`src/hdl/mem_pipe_macros.svh`:
```
////////////////////////////////////////
// Width and depth constants for the memory pipeline
// Included by the package and by any RTL that sizes slices
////////////////////////////////////////

`ifndef MEM_PIPE_MACROS_SVH
`define MEM_PIPE_MACROS_SVH

// Data path width
`define MEM_XLEN 32

// Byte address width, 4 KiB window
`define MEM_ADDR_W 12

// Word count follows from the byte address width
`define MEM_DEPTH_WORDS (1 << (`MEM_ADDR_W - 2))

`endif

```
`src/hdl/mem_pipe_pkg.sv`:
```
////////////////////////////////////////
// Shared types for the memory pipeline
// Import with a wildcard in the module header
////////////////////////////////////////

`default_nettype none

`include "mem_pipe_macros.svh"

package mem_pipe_pkg;

    typedef logic [`MEM_XLEN-1:0]     word_t;
    typedef logic [15:0]              halfword_t;
    typedef logic [7:0]               byte_t;
    typedef logic [`MEM_ADDR_W-1:0]   addr_t;
    typedef logic [`MEM_ADDR_W-3:0]   word_addr_t;  // Word index into the RAM
    typedef logic [4:0]               reg_idx_t;
    typedef logic [`MEM_XLEN/8-1:0]   byte_en_t;    // One bit per byte lane

    typedef enum logic [1:0] {
        MEM_OP_NOP,
        MEM_OP_LOAD,
        MEM_OP_STORE
    } mem_op_e;

    typedef enum logic [1:0] {
        MEM_SIZE_BYTE,
        MEM_SIZE_HALFWORD,
        MEM_SIZE_WORD
    } mem_size_e;

endpackage

`default_nettype wire

```
`src/hdl/mem_stage2.sv`:
```
////////////////////////////////////////
// Second memory stage
// Aligns and extends load data, drives forwarding and writeback
////////////////////////////////////////

`timescale 1ns/1ps
`default_nettype none

`include "mem_pipe_macros.svh"

module mem_stage2
    import mem_pipe_pkg::*;
(
    input  logic      clk,
    input  logic      rst_n,
    input  logic      stall,
    input  logic      flush,
    input  logic      m1_valid,
    input  mem_op_e   m1_mem_op,
    input  mem_size_e m1_mem_size,
    input  logic      m1_mem_signed,
    input  addr_t     m1_addr,
    input  word_t     m1_store_data,
    input  reg_idx_t  m1_rd_idx,
    input  logic      m1_rd_we,
    input  word_t     rsp_rdata,
    output logic      wb_valid,
    output reg_idx_t  wb_rd_idx,
    output logic      wb_rd_we,
    output mem_op_e   wb_mem_op,
    output word_t     wb_alu_result,
    output word_t     wb_mem_rdata,
    output logic      fwd_produces,
    output reg_idx_t  fwd_rd_idx,
    output logic      fwd_val_avail,
    output word_t     fwd_rd_val
);

    logic      ff_valid;
    mem_op_e   ff_mem_op;
    mem_size_e ff_mem_size;
    logic      ff_mem_signed;
    addr_t     ff_addr;
    word_t     ff_store_data;
    reg_idx_t  ff_rd_idx;
    logic      ff_rd_we;

    always_ff @(posedge clk) begin
        if (!rst_n) begin
            ff_valid <= 1'b0;
        end else if (flush) begin
            ff_valid <= 1'b0;                     // Also drops a held instruction
        end else if (!stall) begin
            ff_valid <= m1_valid;
        end
    end

    always_ff @(posedge clk) begin
        if (!stall) begin
            ff_mem_op     <= m1_mem_op;
            ff_mem_size   <= m1_mem_size;
            ff_mem_signed <= m1_mem_signed;
            ff_addr       <= m1_addr;
            ff_store_data <= m1_store_data;
            ff_rd_idx     <= m1_rd_idx;
            ff_rd_we      <= m1_rd_we;
        end
    end

    word_t     alu_result;
    halfword_t ld_half;
    byte_t     ld_byte;
    logic      ext_half;
    logic      ext_byte;
    word_t     mem_rdata;

    assign alu_result = word_t'(ff_addr);        // Zero-extended effective address

    // Halfword by bit 1, then byte by bit 0
    always_comb begin
        ld_half  = ff_addr[1] ? rsp_rdata[31:16] : rsp_rdata[15:0];
        ld_byte  = ff_addr[0] ? ld_half[15:8] : ld_half[7:0];
        ext_half = ld_half[15] & ff_mem_signed;
        ext_byte = ld_byte[7] & ff_mem_signed;
        if (ff_mem_op == MEM_OP_LOAD) begin
            case (ff_mem_size)
                MEM_SIZE_BYTE:     mem_rdata = {{(`MEM_XLEN-8){ext_byte}}, ld_byte};
                MEM_SIZE_HALFWORD: mem_rdata = {{(`MEM_XLEN-16){ext_half}}, ld_half};
                default:           mem_rdata = rsp_rdata;
            endcase
        end else if (ff_mem_op == MEM_OP_STORE) begin
            mem_rdata = ff_store_data;            // Stores report the written register
        end else begin
            mem_rdata = rsp_rdata;
        end
    end

    // Forwarder view of the held instruction
    assign fwd_produces  = ff_rd_we && ff_valid;
    assign fwd_rd_idx    = ff_rd_idx;
    assign fwd_val_avail = (ff_mem_op != MEM_OP_LOAD);  // Load data arrives too late
    assign fwd_rd_val    = alu_result;

    // Writeback bundle
    assign wb_valid      = ff_valid && !stall && !flush;
    assign wb_rd_idx     = ff_rd_idx;
    assign wb_rd_we      = ff_rd_we;
    assign wb_mem_op     = ff_mem_op;
    assign wb_alu_result = alu_result;
    assign wb_mem_rdata  = mem_rdata;

    // Stage 1 must gate its valid on the same stall and flush
    a_no_valid_in_hold: assert property (@(posedge clk) disable iff (!rst_n)
        (stall || flush) |-> !m1_valid);

endmodule

`default_nettype wire

```
`config.mk`:
```
export PLATFORM = sky130hd
export DESIGN_NAME = mem_stage2
export DESIGN_NICKNAME = d
export VERILOG_FILES = /design/src/hdl/mem_pipe_pkg.sv /design/src/hdl/mem_stage2.sv
export VERILOG_INCLUDE_DIRS = /design/src /design/src/hdl
export SDC_FILE = /design/constraint.sdc
export NUM_CORES = 1
export LEC_CHECK = 0
export ABC_AREA = 1
export BUFFER_PORTS_ARGS = -buffer_cell sky130_fd_sc_hd__buf_2
export CAP_MARGIN = 20
export CORE_MARGIN = 5
export CORE_UTILIZATION = 45
export CTS_BUF_LIST = sky130_fd_sc_hd__clkbuf_8 sky130_fd_sc_hd__clkbuf_16
export CTS_CLUSTER_DIAMETER = 30
export DETAILED_ROUTE_END_ITERATION = 16
export PLACE_DENSITY = 0.86
export SETUP_SLACK_MARGIN = 0.2
export SYNTH_ARGS = -nofsm -noshare
export SYNTH_HDL_FRONTEND = slang
export SYNTH_SLANG_ARGS = --single-unit
```
`constraint.sdc`:
```
create_clock -name clk -period 3.41 [get_ports clk]
set_clock_uncertainty 0.1 [all_clocks]
set_input_delay 0.5115 -clock clk [delete_from_list [all_inputs] [get_ports clk]]
set_output_delay 0.5115 -clock clk [all_outputs]
set_load 0.05 [all_outputs]
```
==> results.txt, run 1 <==
EDFF count, synth: 55
Worst slack, placed: 0.802 ns
Routability Congestion: 0.889
Nature of the critical path startpoint: register
Drc violations: 0
Crit Path Category: register to output pin
Finished Layout Cells: 636
Commonest cells in the netlist: 94 x nand2_1, 58 x buf_4, 57 x a21oi_1
CP Data Required Time: 2.80 ns
Fin crit share: 82.2%
Met2 WL: 4.85 mm
Synth area leaders: edfxtp_1 48%, buf_4 13%, nand2_1 10%
Setup Buffers After CTS: 0
Clk pwr share: 18.0%
WL final: 9.87 mm
RSZ-0062 raised after global routing: no
Flops & latches, synth: 56
Setup crit end kind: output pin
Slew HR: 53.9%
Peak Freq: 357 MHz
Placed wire-length estimate: 7.96 mm
Worst-path clk slew: 0.10 ns
Port Buf Inserts: 163
Metal-1 WL: 3.47 mm
Core footprint: 0.00761 sq mm
CTS tree: built
Post-synthesis area per instance: 8.75 sq um
Synth cell types: 24
Largest net degree at the start of global routing: 57
Vias in the first global route: 3054
Sw frac: 44.1%
Count leader, synth: nand2_1
Hold-fix buffer count after cts: 0
Layout cells sized above 1: 37.5%
Worst min path class: input port to register
Die extent in y: 97.6 microns
CP Data Arrival Time: 2.19 ns
Overflow after GRT: 0
Worst Max-Slew Pin Slew: 0.692 ns
Initial drt markers: 189
FF-to-FF path depth: 2
Number of buffers created by CTS: 5
Buf/Inv on CP: 2
CTS resizes: 0
Die width: 97.6 microns
Initial Util: 45.4%
Synth Warn #: 0
Highest routed layer: met5
R2r setup slk: 2.62 ns
Setup TNS: 0 ns
# fillers: 717
Critical path cell sequence: clkinv_4 > nand2_4 > nor2_1 > nand2_1 > nand2_1 > nand2_2 > a21oi_1 > buf_2
Post-synth top area share: 47.8%
Cell Rows: 32
Number of diodes: 0
Initial antenna violation count: 1
Vias per cell: 4.88
Met3 Wirelength: 1.20 mm
Seq/Total Area, Yosys: 48.4%
Pint: 1140 uW
Combinational Power Share: 40.5%
Pre-Repair DR Iteration Count: 4
Crit Path Max Fanout: 12
Worst path max stage delay: 0.65 ns
Mapped cell area: 0.00345 sq mm
Slowest CP cell: edfxtp_1
Synth Instances: 395
Clock buffer depth: 2
GRT Util Overall: 19.9%
WL/cell: 15.5 microns
Fin nets: 625
P_sw: 896 uW
Status: finished, final reports clean
Worst hold stages: 2
Worst skew pair latency: 0.31 ns
Final WS setup: 0.607 ns
Synthesis-to-layout area growth: 20.3%
Die area: 0.00953 sq mm
Leakage: 0.00204 uW
Final ANT Viol Nets: 0
Routed via count: 3104
Synth area leader: edfxtp_1
Crit-path most repeated cell: nand2_1
Ys async rst share: 0%
# clock sinks: 56
Post-synth top flop: edfxtp_1
Final Hold Vio Count: 0
First-pass GRT wire length: 15.1 mm
Max VDD drop: 0.344 mV
Pwr Density: 489 mW/mm^2
CP Depth: 8
H-tree levels: 2
Max Cap Violations: 0
Critical path's top delay family: flip-flops
Slew Viols, Final: 0
Final-report setup violation count: 0
Number of primary I/O pins: 204
Sequential share of power: 41.5%
Post-layout min period: 2.80 ns
CTS Root Cell: clkbuf_8
Placed Cells: 627
-- worst paths after layout --
kind                        from          endpoint
setup / recovery  ff_mem_size[1]  wb_mem_rdata[14]
hold / removal             flush          ff_valid
hold reg to reg         ff_valid          ff_valid
setup reg to reg        ff_valid          ff_valid
-- cell families (layout without fill, tap and decap cells) --
logic type / count (synthesis) / after routing / share of synthesized area, %
AND/OR/NAND/NOR: 123 / 123 / 15.3
AO/OA/AOI/OAI: 113 / 113 / 18.0
buffers and inverters: 102 / 202 / 18.2
flip-flops: 56 / 56 / 48.4
other: 1 / 40 / 0.109
-- layer usage --
metal / global-route usage [%] / up-vias
met3: 7.75 / 24
met1: 20.9 / 1377
met5: 0 / -
met2: 35.2 / 188
met4: 8.84 / 2
li1: - / 1513
-- stage by stage --
stage	hold slack, ns	power, uW	utilization [%]	cell area [sq um]
3_3_place_gp	0.395	1670	53.3	4050
3_5_place_dp	0.420	1680	53.3	4050
2_1_floorplan	0.382	1540	-	3600
6_report	0.264	2030	54.6	4160
4_1_cts	0.252	2050	54.5	4140
5_1_grt	0.240	2140	54.6	4160
-- worst register-to-register path, delay by kind of cell (launching register included) --
kind / cells / cell delay [ns]
DFF: 1 / 0.38
and+or+nand+nor: 2 / 0.23
-- power groups by stage --
stage / Combinational [uW] / Clock (uW) / Sequential [uW]
2_1_floorplan: 624 / 0 / 917
3_3_place_gp: 807 / 0 / 861
4_1_cts: 818 / 381 / 848
6_report: 823 / 366 / 845
5_1_grt: 871 / 413 / 851
3_5_place_dp: 817 / 0 / 864
-- registers in the layout, indices dropped and copies added, names as in the netlist --
signal,flops
wb_mem_op,2
wb_rd_we,1
ff_addr,12
ff_mem_signed,1
fwd_rd_idx,5
ff_mem_size,2
ff_valid,1
ff_store_data,32
-- cells in the final DEF (no fill, tap or decap), drive strengths merged --
cell type / n
nand2: 98
inv: 26
nor2: 16
a211oi: 8
clkbuf: 6
a21oi: 67
clkinv: 3
conb: 40
nor4: 1
nand3: 8
edfxtp: 55
buf: 167
dfxtp: 1
o21ai: 38
-- layout make-up --
type                            count  area [sq um]  area share (%)
Sequential cell                    56          1670            40.2
Multi-Input combinational cell    276          1300            31.4
Timing Repair Buffer              168           860            20.7
Tap cell                          102           128            3.07
Inverter                           26           103            2.47
Clock buffer                        5          68.8            1.66
Clock inverter                      3          22.5           0.542
Note: power is estimated with default switching activity, not from simulation.
==> inputs of run 2 (changes only) <==
--- a/config.mk
+++ b/config.mk
@@ -10,11 +10,11 @@
 export BUFFER_PORTS_ARGS = -buffer_cell sky130_fd_sc_hd__buf_2
 export CAP_MARGIN = 20
 export CORE_MARGIN = 5
-export CORE_UTILIZATION = 45
+export CORE_UTILIZATION = 44
 export CTS_BUF_LIST = sky130_fd_sc_hd__clkbuf_8 sky130_fd_sc_hd__clkbuf_16
 export CTS_CLUSTER_DIAMETER = 30
 export DETAILED_ROUTE_END_ITERATION = 16
-export PLACE_DENSITY = 0.86
+export PLACE_DENSITY = 0.85
 export SETUP_SLACK_MARGIN = 0.2
 export SYNTH_ARGS = -nofsm -noshare
 export SYNTH_HDL_FRONTEND = slang
==> constraint.sdc (replaced) <==
create_clock -name clk -period 2.7 [get_ports clk]
set_clock_uncertainty 0.1 [all_clocks]
set_input_delay 0.405 -clock clk [delete_from_list [all_inputs] [get_ports clk]]
set_output_delay 0.405 -clock clk [all_outputs]
set_load 0.05 [all_outputs]
==> results.txt, run 2 (synthesis results as in run 1) <==
Post-DP Area: 0.00409 sq mm (was 0.00405 sq mm)
Worst min path class: input port to register (unchanged)
Pre-Repair DR Iteration Count: 5 (was 4)
Pwr Density: 638 mW/mm^2 (was 489 mW/mm^2)
Critical Path Source: ff_mem_size[1] (unchanged)
Finished Layout Cells: 649 (was 636)
CP Data Arrival Time: 1.93 ns (was 2.19 ns)
Worst Max-Slew Pin Slew: 0.609 ns (was 0.692 ns)
Largest net degree at the start of global routing: 36 (was 57)
Setup TNS: 0 ns (unchanged)
Finished Cell Area: 0.00440 sq mm (was 0.00416 sq mm)
CP Data Required Time: 2.19 ns (was 2.80 ns)
Most common cell after layout, fill and taps aside: buf_2 (unchanged)
Setup crit end kind: output pin (unchanged)
Initial Util: 44.9% (was 45.4%)
Largest Register: ff_store_data (unchanged)
Worst-path clk slew: 0.10 ns (about the same)
Hold WS: 0.168 ns (was 0.264 ns)
Hold-fix buffer count after cts: 0 (unchanged)
Peak Freq: 411 MHz
Initial antenna violation count: 0 (was 1)
Overflow after GRT: 0 (unchanged)
Fin crit share: 90.2%
Final WS setup: 0.265 ns (was 0.607 ns)
Die width: 98.6 microns (was 97.6 microns)
Commonest cells after routing, fill and taps aside: 141 x buf_2, 94 x nand2_1, 55 x edfxtp_1, 46 x a21oi_1, 40 x conb_1 (was 163 x buf_2, 94 x nand2_1, 57 x a21oi_1, 55 x edfxtp_1, 40 x conb_1)
H-tree levels: 2 (unchanged)
Crit Path Max Fanout: 16 (was 12)
Die extent in y: 98.6 microns (was 97.6 microns)
RSZ-0062 raised after global routing: yes (was no)
# fillers: 716 (was 717)
Max reg flops: 32 (unchanged)
Layout cells sized above 1: 40.7% (was 37.5%)
Clock buffer depth: 2 (unchanged)
Max VDD drop: 0.392 mV (was 0.344 mV)
CTS tree: built (unchanged)
Nature of the critical path startpoint: register (unchanged)
Final ANT Viol Nets: 0 (unchanged)
Die area: 0.00972 sq mm (was 0.00953 sq mm)
Buf/Inv on CP: 2 (unchanged)
Initial drt markers: 97 (was 189)
Worst path max stage delay: 0.51 ns (was 0.65 ns)
Slowest CP cell: edfxtp_1 (unchanged)
Drc violations: 0 (unchanged)
Slew HR: 59.3% (was 53.9%)
Routed via count: 3243 (was 3104)
Worst skew pair latency: 0.30 ns (was 0.31 ns)
GRT Util Overall: 20.5% (was 19.9%)
Worst slack, placed: 0.421 ns (was 0.802 ns)
Placed wire-length estimate: 8.17 mm (was 7.96 mm)
Final-report setup violation count: 0 (unchanged)
Post-layout min period: 2.43 ns
# clock sinks: 56 (unchanged)
Crit Path Category: register to output pin (unchanged)
Critical R2R Launch: ff_valid (unchanged)
Vias per cell: 5.00 (was 4.88)
WL/cell: 16.0 microns (was 15.5 microns)
Leakage: 0.00214 uW (was 0.00204 uW)
Number of primary I/O pins: 204 (unchanged)
Critical path cell sequence: buf_4 > nor2_4 > nand2_1 > nand3_2 > nand2_4 > a21oi_2 > clkbuf_4 (was clkinv_4 > nand2_4 > nor2_1 > nand2_1 > nand2_1 > nand2_2 > a21oi_1 > buf_2)
Port Buf Inserts: 163 (unchanged)
Hold Startpoint: m1_mem_op[0] (was flush)
Final Hold Vio Count: 0 (unchanged)
WL final: 10.4 mm (was 9.87 mm)
Vias in the first global route: 3215 (was 3054)
Critical path's top delay family: flip-flops (unchanged)
Max Cap Violations: 0 (unchanged)
Synthesis-to-layout area growth: 27.4% (was 20.3%)
Core footprint: 0.00769 sq mm (was 0.00761 sq mm)
First-pass GRT wire length: 15.7 mm (was 15.1 mm)
CTS Root Cell: clkbuf_8 (unchanged)
Number of buffers created by CTS: 5 (unchanged)
Status: finished, final reports clean (unchanged)
Slew Viols, Final: 0 (unchanged)
Fin nets: 637 (was 625)
Placed Cells: 628 (was 627)
Routability Congestion: 0.857 (was 0.889)
Cell Rows: 32 (unchanged)
-- run 2: per-layer routing --
layer	global-route usage [%]	up-vias	part of all wire (%)
li1	-	1533	-
met1	21.2	1465	34
met2	37.3	216	51
met3	7.57	29	12
met4	8.30	0	3.2
met5	0	-	0
-- run 2: through the flow --
stage	power, uW	utilization, %
6_report	2810	57.3
5_1_grt	2930	57.2
4_1_cts	2770	55.5
3_5_place_dp	2140	53.2
3_3_place_gp	2120	53.2
2_1_floorplan	1960	-
-- run 2: what timing repair did --
| item | in CTS | in global routing |
|---|---|---|
| endpoints found under the setup margin | 31 | 32 |
| setup buffers | 5 | 7 |
| gates resized for setup | 1 | 37 |
| endpoints found under the hold margin | 0 | 0 |
-- run 2: where the power goes --
group          internal [uW]  total (uW)  switching, uW
clock network            367         630            263
logic                    269        1120            851
registers               1030        1060           27.6
total                   1670        2810           1140
-- run 2: path summary, 6_finish.rpt --
kind | to | slack (ns) | cells after the start
setup / recovery | wb_mem_rdata[16] | 0.27 | 7
hold reg to reg | ff_valid | 0.44 | 2
hold / removal | wb_mem_op[0] | 0.17 | 1
setup reg to reg | ff_valid | 1.94 | 2
-- run 2: cell type report --
class                           count  area [sq um]  area share, %
Sequential cell                    56          1670           38.0
Multi-Input combinational cell    276          1350           30.7
Timing Repair Buffer              180          1010           22.9
Tap cell                          102           128           2.90
Inverter                           26           109           2.47
Clock buffer                        5          68.8           1.56
Clock inverter                      3          63.8           1.45
Antenna cell                        1          2.50         0.0569
-- run 2: worst reg2reg max path: cells and delay by family (launching register included) --
family           cells  cell delay [ns]
flip-flops           1             0.37
AND/OR/NAND/NOR      2             0.22
