**src/hdl/mem_pipe_macros.svh**
```systemverilog
////////////////////////////////////////
// Width and depth constants for the memory pipeline
// Included by the package and by any RTL that sizes slices
////////////////////////////////////////

`ifndef MEM_PIPE_MACROS_SVH
`define MEM_PIPE_MACROS_SVH

// Data path width
`define MEM_XLEN 32

// Byte address width, 4 KiB window
`define MEM_ADDR_W 12

// Word count follows from the byte address width
`define MEM_DEPTH_WORDS (1 << (`MEM_ADDR_W - 2))

`endif

```
**src/hdl/mem_pipe_pkg.sv**
```systemverilog
////////////////////////////////////////
// Shared types for the memory pipeline
// Import with a wildcard in the module header
////////////////////////////////////////

`default_nettype none

`include "mem_pipe_macros.svh"

package mem_pipe_pkg;

    typedef logic [`MEM_XLEN-1:0]     word_t;
    typedef logic [15:0]              halfword_t;
    typedef logic [7:0]               byte_t;
    typedef logic [`MEM_ADDR_W-1:0]   addr_t;
    typedef logic [`MEM_ADDR_W-3:0]   word_addr_t;  // Word index into the RAM
    typedef logic [4:0]               reg_idx_t;
    typedef logic [`MEM_XLEN/8-1:0]   byte_en_t;    // One bit per byte lane

    typedef enum logic [1:0] {
        MEM_OP_NOP,
        MEM_OP_LOAD,
        MEM_OP_STORE
    } mem_op_e;

    typedef enum logic [1:0] {
        MEM_SIZE_BYTE,
        MEM_SIZE_HALFWORD,
        MEM_SIZE_WORD
    } mem_size_e;

endpackage

`default_nettype wire

```
**src/hdl/mem_stage1.sv**
```systemverilog
////////////////////////////////////////
// First memory stage
// Latches the instruction from execute and issues the RAM request
////////////////////////////////////////

`timescale 1ns/1ps
`default_nettype none

`include "mem_pipe_macros.svh"

module mem_stage1
    import mem_pipe_pkg::*;
(
    input  logic       clk,
    input  logic       rst_n,
    input  logic       stall,
    input  logic       flush,
    input  logic       in_valid,
    input  mem_op_e    in_mem_op,
    input  mem_size_e  in_mem_size,
    input  logic       in_mem_signed,
    input  addr_t      in_addr,
    input  word_t      in_store_data,
    input  reg_idx_t   in_rd_idx,
    input  logic       in_rd_we,
    output logic       req_en,
    output logic       req_we,
    output word_addr_t req_word_addr,
    output byte_en_t   req_byte_en,
    output word_t      req_wdata,
    output logic       m1_valid,
    output mem_op_e    m1_mem_op,
    output mem_size_e  m1_mem_size,
    output logic       m1_mem_signed,
    output addr_t      m1_addr,
    output word_t      m1_store_data,
    output reg_idx_t   m1_rd_idx,
    output logic       m1_rd_we
);

    logic ff_valid;

    always_ff @(posedge clk) begin
        if (!rst_n) begin
            ff_valid <= 1'b0;
        end else if (flush) begin
            ff_valid <= 1'b0;                     // Drops whatever arrives too
        end else if (!stall) begin
            ff_valid <= in_valid;
        end
    end

    // Payload, held under stall
    always_ff @(posedge clk) begin
        if (!stall) begin
            m1_mem_op     <= in_mem_op;
            m1_mem_size   <= in_mem_size;
            m1_mem_signed <= in_mem_signed;
            m1_addr       <= in_addr;
            m1_store_data <= in_store_data;
            m1_rd_idx     <= in_rd_idx;
            m1_rd_we      <= in_rd_we;
        end
    end

    assign m1_valid = ff_valid && !stall && !flush;  // Nothing advances into M2 otherwise

    // One RAM access per instruction, none while held or flushed
    assign req_en        = m1_valid && (m1_mem_op != MEM_OP_NOP);
    assign req_we        = req_en && (m1_mem_op == MEM_OP_STORE);
    assign req_word_addr = m1_addr[`MEM_ADDR_W-1:2];

    // Lane select and store data replication
    always_comb begin
        case (m1_mem_size)
            MEM_SIZE_BYTE: begin
                req_byte_en = byte_en_t'(4'b0001) << m1_addr[1:0];
                req_wdata   = {4{m1_store_data[7:0]}};
            end
            MEM_SIZE_HALFWORD: begin
                req_byte_en = m1_addr[1] ? 4'b1100 : 4'b0011;  // Aligned pair only
                req_wdata   = {2{m1_store_data[15:0]}};
            end
            default: begin
                req_byte_en = 4'b1111;
                req_wdata   = m1_store_data;
            end
        endcase
    end

    // Execute only hands over naturally aligned accesses
    a_req_aligned: assert property (@(posedge clk) disable iff (!rst_n)
        req_en |-> !((m1_mem_size == MEM_SIZE_WORD && m1_addr[1:0] != 2'b00) ||
                     (m1_mem_size == MEM_SIZE_HALFWORD && m1_addr[0])));

endmodule

`default_nettype wire

```
**config.mk**
```make
export PLATFORM = sky130hd
export DESIGN_NAME = mem_stage1
export DESIGN_NICKNAME = d
export VERILOG_FILES = /design/src/hdl/mem_pipe_pkg.sv /design/src/hdl/mem_stage1.sv
export VERILOG_INCLUDE_DIRS = /design/src /design/src/hdl
export SDC_FILE = /design/constraint.sdc
export NUM_CORES = 1
export LEC_CHECK = 0
export BUFFER_PORTS_ARGS = -buffer_cell sky130_fd_sc_hd__buf_2
export CORE_UTILIZATION = 30
export DETAILED_ROUTE_END_ITERATION = 12
export PLACE_DENSITY = 0.72
export SETUP_SLACK_MARGIN = 0.4
export SLEW_MARGIN = 25
export SYNTH_ARGS = -nofsm -noshare
export SYNTH_HDL_FRONTEND = slang
export SYNTH_SLANG_ARGS = --single-unit
export TNS_END_PERCENT = 1
```
**constraint.sdc**
```tcl
create_clock -name clk -period 2.3 [get_ports clk]
set_clock_uncertainty 0.2 [all_clocks]
set_input_delay 0.115 -clock clk [delete_from_list [all_inputs] [get_ports clk]]
set_output_delay 0.115 -clock clk [all_outputs]
set_load 0.02 [all_outputs]
```
==> results of run 1 <==
==> cell type report <==
| class | instances | area [sq um] |
|---|---|---|
| inverter | 2 | 7.507 |
| fill | 626 | 3467 |
| timing repair buffer | 228 | 1520 |
| sequential | 56 | 1672 |
| multi-input combinational | 52 | 495.5 |
| clock inverter | 2 | 11.26 |
| tap | 99 | 123.9 |
| clock buffer | 6 | 72.57 |
==> final timing paths <==
check	start	to	slack, ns	depth (start not counted)
worst max-delay path	m1_mem_size[1]	req_wdata[21]	0.41	3
worst min-delay path	stall	m1_store_data[13]	0.11	2
worst max register to register	ff_valid	ff_valid	0.85	3
worst min register to register	ff_valid	ff_valid	0.92	3
==> synth_stat cells (all sizes together) <==
| cell type | n | area (sq um) |
|---|---|---|
| edfxtp | 55 | 1652 |
| buf | 22 | 183.9 |
| mux2 | 16 | 180.2 |
| mux2i | 9 | 90.09 |
| nand2 | 8 | 30.03 |
| o21ai | 8 | 70.07 |
| a21o | 2 | 15.01 |
| inv | 2 | 7.510 |
| nor2 | 2 | 15.01 |
| nor3b | 2 | 20.02 |
| o21bai | 2 | 15.01 |
| and3b | 1 | 8.760 |
| dfxtp | 1 | 20.02 |
| nand2b | 1 | 13.76 |
| o21a | 1 | 7.510 |
==> per-stage QoR <==
step | area [sq um] | setup WS, ns
CTS | 3832 | 0.3795
floorplan | 2328 | 0.5064
global route | 3902 | 0.3371
detailed placement | 3127 | 0.5108
finish | 3902 | 0.4085
global placement | 3127 | 0.5495
==> worst max-delay path, stage by stage, from the launching register on <==
cell	delay, ns
edfxtp_1	0.50
buf_8	0.25
mux2_2	0.36
buf_2	0.16
==> power by group <==
group	total, W	internal (W)	switching, W
sequential	0.00127	0.00121	0.0000545
combinational	0.000685	0.000307	0.000378
clock	0.000515	0.000212	0.000303
total	0.00247	0.00173	0.000736
==> routing by layer <==
metal | wire (um) | up-vias | track usage | share of wire
met4 | 66 | 0 | 0.04032 | 0.010
met3 | 481 | 6 | 0.04230 | 0.074
li1 | - | 893 | - | -
met2 | 3381 | 109 | 0.3003 | 0.52
met5 | 0 | - | 0 | 0
met1 | 2532 | 900 | 0.1771 | 0.39
==> cells by family (layout without fill, tap and decap cells) <==
group	count (synthesis)	count (layout)
muxes	25	25
AOI/OAI and AO/OA	13	13
and+or+nand+nor	14	14
buffers and inverters	24	238
DFF	56	56
==> layout by cell type, fill, tap and decap left out, types with 2 or more instances in the layout <==
master	count
a21o_1	2
buf_2	155
buf_4	5
buf_6	9
clkbuf_8	5
dlygate4sd3_1	57
edfxtp_1	55
mux2_2	8
mux2_4	8
mux2i_1	9
nand2_1	8
o21ai_2	8
o21bai_1	2
==> what timing repair did <==
| item | in CTS | in global routing |
|---|---|---|
| endpoints found under the setup margin | 22 | 15 |
| setup buffers | 4 | 0 |
| endpoints found under the hold margin | 56 | 0 |
| gates resized for setup | 6 | 21 |
| pin swaps | 1 | 1 |
| hold buffers | 57 | 0 |
==> sequential cells by signal, summed over array words and instances (netlist names) <==
name and cells:
m1_mem_op 2, m1_rd_we 1, m1_mem_size 2, m1_addr 12
m1_rd_idx 5, ff_valid 1, m1_mem_signed 1, m1_store_data 32
==> flow_summary.yaml, run 1 <==
outcome:
  status: "complete, no violations"
place:
  dpl.hpwl_um: 4211
  port_buffers: 163
  placed_cells: 376
  routabilityCongestion: 0.7289
synth:
  synth-simple-area-share: 0.03761
  postSynthRegisterBits: 56
  avgSynthCellArea_sq_um: 17.64
  ys_seq_area_frac: 0.7179
  synthAdderAreaFrac: 0
  synth_nets: 192
  synth_compound_area_frac: 0.04621
  synthMuxAreaShare: 0.1161
  netlist_instances: 132
  synth_top_family_by_area: "multiplexers"
  ys_warn_count: 0
  synth-xor-area-share: 0
  netlist_area_sq_um: 2328
  synth_cell_type_count: 20
cells_and_area:
  drive_above_1_share: 0.5925
  instances_no_fill: 445
  fin_util: 0.5295
  area_delta_synth_final_pct: 67.60
  antennaDiodeCount: 0
  fin_nets: 405
die:
  core_sq_um: 7370
  die_y_um: 90.10
  design.die.area_sq_um: 8118
  start_util: 0.3160
  pin_count: 164
  rows: 31
  die_w_um: 90.10
global_routing:
  grt_pass1_wl_um: 9970
  grt_max_degree: 33
  grt_pass1_vias: 2012
  track_usage: 0.1598
  grt-ovfl-total: 0
  antenna_found_initial: 0
run:
  max_cap_violations: 0
timing:
  fin_crit_sh: 0.8224
  worstMarginPinSlew_ns: 0.3431
  slew_viol_final: 0
  slew_headroom: 0.7709
  tns_ns: 0
  fmax_mhz: 528.7
  whs_ns: 0.1099
  hold_viol: 0
  setup_viol: 0
  grt_setup_unrepaired: "yes"
  fin_crit_ns: 1.892
power:
  ir_drop_v: 0.0003344
  power.density_nw_per_um2: 631.7
  fin_total_pwr_w: 0.002465
  p_leak_nw: 1.771
clocking:
  cts_sinks: 56
  clock_latency_ns: 0.30
  cts_buffer_depth: 2
  clkTransAtPathRegs_ns: 0.10
  cts_root_buffer: "clkbuf_8"
  cts_tree: "yes"
  cts_buffers: 5
  htreeDepth: 2
detailed_routing:
  drcViolationCount: 0
  dr.pass1.iters: 4
  wl_um: 6462
  vias: 1908
  ant_nets: 0
  drtIter0Drc: 21
  routedWlPerCell_um: 14.52
  vias_per_cell: 4.288
setup_path:
  cp_data_arrival_time_ns: 1.58
  crit_path_end_kind: "output pin"
  critPathKind: "reg -> out"
  crit_required_ns: 1.99
  crit_path_start_kind: "flop"
  crit_fanout: 23
min_path:
  hold_path_class: "in -> reg"
No activity file was read; power rests on OpenSTA's default activity.
==> run 2, diff against run 1 <==
==> constraint.sdc (replaced) <==
create_clock -name clk -period 1.9 [get_ports clk]
set_clock_uncertainty 0.2 [all_clocks]
set_input_delay 0.095 -clock clk [delete_from_list [all_inputs] [get_ports clk]]
set_output_delay 0.095 -clock clk [all_outputs]
set_load 0.02 [all_outputs]
==> run 2 against run 1 <==
Effect of this change: critical path depth increased by 1; clock power increased by 48%; sequential cell count unchanged; largest cell class unchanged.
==> flow_summary.yaml, run 2 (synthesis gave the netlist of run 1 again) <==
min_path:
  hold_end: "m1_store_data[6]"
  worstHoldPathCells: 3
  hold_path_class: "in -> reg"
  hp-start: "stall"
clocking:
  cts_buffer_depth: 2
  clock_latency_ns: 0.30
  cts_sinks: 56
  cts_root_buffer: "clkbuf_8"
  cts_buffers: 5
  clkTransAtPathRegs_ns: 0.10
  htreeDepth: 2
  cts_tree: "yes"
timing:
  worst_slack_ns: 0.08761
  fin_crit_ns: 1.812
  setup_viol: 0
  grt_setup_unrepaired: "yes"
  slew_viol_final: 0
  tns_ns: 0
  slew_headroom: 0.8045
  hold_viol: 0
  fmax_mhz: 551.8
  worstMarginPinSlew_ns: 0.2932
  fin_crit_sh: 0.9539
detailed_routing:
  drtIter0Drc: 75
  ant_nets: 0
  drcViolationCount: 0
  wl_um: 6245
  routedWlPerCell_um: 14.13
  vias: 1892
  dr.pass1.iters: 4
  vias_per_cell: 4.281
global_routing:
  antenna_found_initial: 0
  grt-ovfl-total: 0
  grt_pass1_vias: 1948
  grt_pass1_wl_um: 9680
  grt_max_degree: 56
  track_usage: 0.1537
setup_path:
  critPathKind: "reg -> out"
  crit_required_ns: 1.60
  rrSetupSlack_ns: 0.54
  worstReg2RegEnd: "ff_valid"
  crit_path_start_kind: "flop"
  crit_fanout: 3
  rr_startpoint: "ff_valid"
  crit_path_end_kind: "output pin"
  reg2regPathDepth: 3
  cp_data_arrival_time_ns: 1.52
cells_and_area:
  instances_no_fill: 442
  area_delta_synth_final_pct: 68.03
  reg_top3: "m1_store_data: 32 flops, m1_addr: 12 flops, m1_rd_idx: 5 flops"
  regMostFlops: "m1_store_data"
  drive_above_1_share: 0.5948
  final_common_cell: "buf_2"
  antennaDiodeCount: 0
  fin_nets: 402
  largest_reg_flops: 32
  final_cell_mix: "155 x buf_2, 57 x dlygate4sd3_1, 55 x edfxtp_1"
die:
  design.die.area_sq_um: 8118
  die_y_um: 90.10
  start_util: 0.3160
  rows: 31
  die_w_um: 90.10
  core_sq_um: 7370
  pin_count: 164
power:
  ir_drop_v: 0.0003984
  power.density_nw_per_um2: 795.7
  p_comb_frac: 0.264
  switching_share: 0.2850
  p_leak_nw: 1.761
  fin_total_pwr_w: 0.003113
  power_frac_clock: 0.245
  power.internal_w: 0.002226
  power.switching_w: 0.0008873
  p_seq_frac: 0.491
place:
  placed_cells: 375
  dpl.hpwl_um: 3851
  routabilityCongestion: 0.6532
  port_buffers: 163
  dp_slack_ns: 0.2826
outcome:
  status: "complete, no violations"
run:
  max_cap_violations: 0
## run 2: cell count changes in the layout (fill, tap and decap cells not counted), sizes merged
| cell | before | now |
|---|---|---|
| inv | 2 | 1 |
| bufinv | 0 | 1 |
| buf | 171 | 168 |
## run 2: how the worst max path moves through the flow
stage	to	depth (start not counted)	slack [ns]	from
after CTS	req_wdata[20]	3	0.08	m1_mem_size[1]
after detailed placement	req_wdata[20]	3	0.28	m1_mem_size[1]
after floorplan	req_wdata[10]	2	0.41	m1_mem_size[1]
after global routing	req_wdata[15]	4	0.01	m1_mem_size[0]
after global placement	req_wdata[20]	3	0.30	m1_mem_size[1]
final	req_wdata[15]	4	0.09	m1_mem_size[1]
## run 2: metal layers
layer | global-route usage | vias up | routed length (um)
li1 | - | 893 | -
met1 | 0.1737 | 888 | 2428
met2 | 0.2863 | 105 | 3333
met3 | 0.03469 | 6 | 416
met4 | 0.04570 | 0 | 67
met5 | 0 | - | 0
## run 2: through the flow
stage	utilization	cell area, sq um	hold WS [ns]
2_1_floorplan	-	2332	-0.02885
3_3_place_gp	0.4238	3123	0.07104
3_5_place_dp	0.4238	3123	0.07311
4_1_cts	0.5309	3913	0.2443
5_1_grt	0.5309	3913	0.2635
6_report	0.5309	3913	0.2460
## run 2: cell type report
| class | instances | area [sq um] |
|---|---|---|
| fillers | 637 | 3457 |
| flip-flops and latches | 56 | 1672 |
| repair buffers | 225 | 1510 |
| multi-input cells | 52 | 488.0 |
| well taps | 99 | 123.9 |
| clock buffers | 6 | 72.57 |
| clock inverters | 2 | 35.03 |
| inverters | 2 | 11.26 |
## run 2: worst max-delay path: stages (launching register included)
cell,delay [ns]
edfxtp_1,0.47
nor2_4,0.13
buf_6,0.13
mux2_2,0.34
buf_6,0.13
## run 2: repair_timing
item                                    CTS  global route
gates resized for setup                  28             0
hold buffers                             57             0
setup buffers                             2             0
endpoints found under the hold margin    56             0
endpoints found under the setup margin   31            31
pin swaps                                 1             0
## run 2: power groups by stage
stage / sequential (W) / combinational [W] / clock [W]
3_5_place_dp: 0.00155 / 0.000681 / 0
4_1_cts: 0.00153 / 0.000824 / 0.000789
3_3_place_gp: 0.00155 / 0.000674 / 0
5_1_grt: 0.00154 / 0.000868 / 0.000829
2_1_floorplan: 0.00167 / 0.000332 / 0
6_report: 0.00153 / 0.000822 / 0.000762
==> run 3, diff against run 2 <==
--- a/config.mk
+++ b/config.mk
@@ -7,9 +7,9 @@
 export NUM_CORES = 1
 export LEC_CHECK = 0
 export BUFFER_PORTS_ARGS = -buffer_cell sky130_fd_sc_hd__buf_2
-export CORE_UTILIZATION = 30
+export CORE_UTILIZATION = 40
 export DETAILED_ROUTE_END_ITERATION = 12
-export PLACE_DENSITY = 0.72
+export PLACE_DENSITY = 0.88
 export SETUP_SLACK_MARGIN = 0.4
 export SLEW_MARGIN = 25
 export SYNTH_ARGS = -nofsm -noshare
==> run 3 against run 2 <==
Effect of this change: register-to-register slack got worse by 0.02 ns; non-clock buffer count rose by 1; cell area fell by 0.93%; wire length rose by 5.0%; worst hold slack improved by 0.015 ns; critical path depth did not move; sequential share of layout area rose by 0.40 points; cell count fell by 5.9%; maximum frequency fell by 1.1%; first-iteration DRC count fell by 11%; die area fell by 24%; sequential cell count did not move.
==> flow_summary.yaml, run 3 (synthesis gave the netlist of run 1 again) <==
die:
  die_w_um: 78.30
  rows: 27
  pin_count: 164
  core_sq_um: 5574
  design.die.area_sq_um: 6130
  start_util: 0.4177
  die_y_um: 78.30
cells_and_area:
  multi_input_area_sq_um: 484.2
  instances_no_fill: 416
  area_delta_synth_final_pct: 66.47
  largest_reg_flops: 32
  regMostFlops: "m1_store_data"
  final_common_cell: "buf_2"
  fin_util: 0.6954
  antennaDiodeCount: 0
  fillerInstances: 412
  stdcell_area_sq_um: 3876
  drive_above_1_share: 0.5959
  final_cell_mix: "155 x buf_2, 57 x dlygate4sd3_1, 55 x edfxtp_1"
  fin_nets: 403
  reg_top3: "m1_store_data: 32 flops, m1_addr: 12 flops, m1_rd_idx: 5 flops"
  ff_latch_area_sq_um: 1672
setup_path:
  crit_fanout: 3
  path_common_cell: "buf_6"
  crit_path_start_kind: "flop"
  critPathKind: "reg -> out"
  critPathMaxStageDelay_ns: 0.47
  crit_required_ns: 1.60
  crit_slowest_cell: "edfxtp_1"
  cp_data_arrival_time_ns: 1.54
  crit_path_end_kind: "output pin"
  crit_chain: "nor2_4 > buf_6 > mux2_2 > buf_6"
global_routing:
  grt_pass1_vias: 2034
  grt-ovfl-total: 0
  grt_max_degree: 30
  track_usage: 0.2212
  grt_pass1_wl_um: 9949
  antenna_found_initial: 0
timing:
  setup_viol: 0
  fmax_mhz: 545.7
  slew_headroom: 0.7031
  hold_viol: 0
  tns_ns: 0
  fin_crit_ns: 1.832
  grt_setup_unrepaired: "yes"
  worstMarginPinSlew_ns: 0.4444
  worst_slack_ns: 0.06761
  slew_viol_final: 0
  fin_crit_sh: 0.9644
power:
  p_leak_nw: 1.756
  power.density_nw_per_um2: 775.6
  ir_drop_v: 0.0005439
place:
  placed_cells: 349
  routabilityCongestion: 0.6931
  port_buffers: 163
  placed_area_sq_um: 3109
  dpl.hpwl_um: 3736
  dp_slack_ns: 0.2959
clocking:
  cts_buffer_depth: 2
  cts_tree: "yes"
  cts_root_buffer: "clkbuf_8"
  cts_sinks: 56
  clock_latency_ns: 0.30
  clkTransAtPathRegs_ns: 0.10
  cts_buffers: 5
  htreeDepth: 2
run:
  max_cap_violations: 0
detailed_routing:
  vias_per_cell: 4.675
  drtIter0Drc: 67
  vias: 1945
  ant_nets: 0
  wl_um: 6560
  routedWlPerCell_um: 15.77
  drcViolationCount: 0
  dr.pass1.iters: 4
outcome:
  status: "complete, no violations"
min_path:
  hold_path_class: "in -> reg"
[run 3: report_power, final]
part           switching [W]  total, W  internal (W)
Sequential         0.0000627   0.00153       0.00147
Combinational       0.000459  0.000829      0.000370
Clock               0.000387  0.000649      0.000262
Total               0.000909   0.00301       0.00210
[run 3: metal layers]
| metal | track usage | wire (um) |
|---|---|---|
| met1 | 0.2168 | 2277 |
| met2 | 0.4404 | 3718 |
| met4 | 0.07407 | 121 |
| met5 | 0 | 0 |
| met3 | 0.05814 | 443 |
[run 3: final timing paths]
check / startpoint / to / slack, ns / depth (start not counted)
hold reg to reg: ff_valid / ff_valid / 0.91 / 3
setup reg to reg: ff_valid / ff_valid / 0.52 / 3
setup / recovery: m1_mem_size[1] / req_wdata[11] / 0.07 / 4
hold / removal: stall / m1_store_data[14] / 0.26 / 2
[run 3: repair_timing]
| item | CTS | global route |
|---|---|---|
| setup endpoints to repair | 29 | 33 |
| pin swaps | 1 | 0 |
| buffers inserted | 2 | 0 |
| resized for setup | 26 | 0 |
| hold buffers | 57 | 0 |
| endpoints found under the hold margin | 56 | 0 |
[run 3: layout make-up]
class,count,area share
Clock buffer,5,0.01775
Clock inverter,3,0.006133
Inverter,2,0.002905
Multi-Input combinational cell,52,0.1249
Sequential cell,56,0.4312
Tap cell,72,0.02324
Timing Repair Buffer,226,0.3938
[run 3: critical path: cells and delay by family, from the launching register on]
kind	cells	cell delay (ns)
flip-flops	1	0.47
multiplexers	1	0.35
buffers and inverters	2	0.27
AND/OR/NAND/NOR	1	0.15
[run 3: through the flow]
stage                     total power, W  hold slack (ns)
final                           0.003006           0.2614
after global routing            0.003124           0.2805
after CTS                       0.003010           0.2624
after detailed placement        0.002231          0.07309
after global placement          0.002216          0.07101
after floorplan                 0.002002         -0.02885
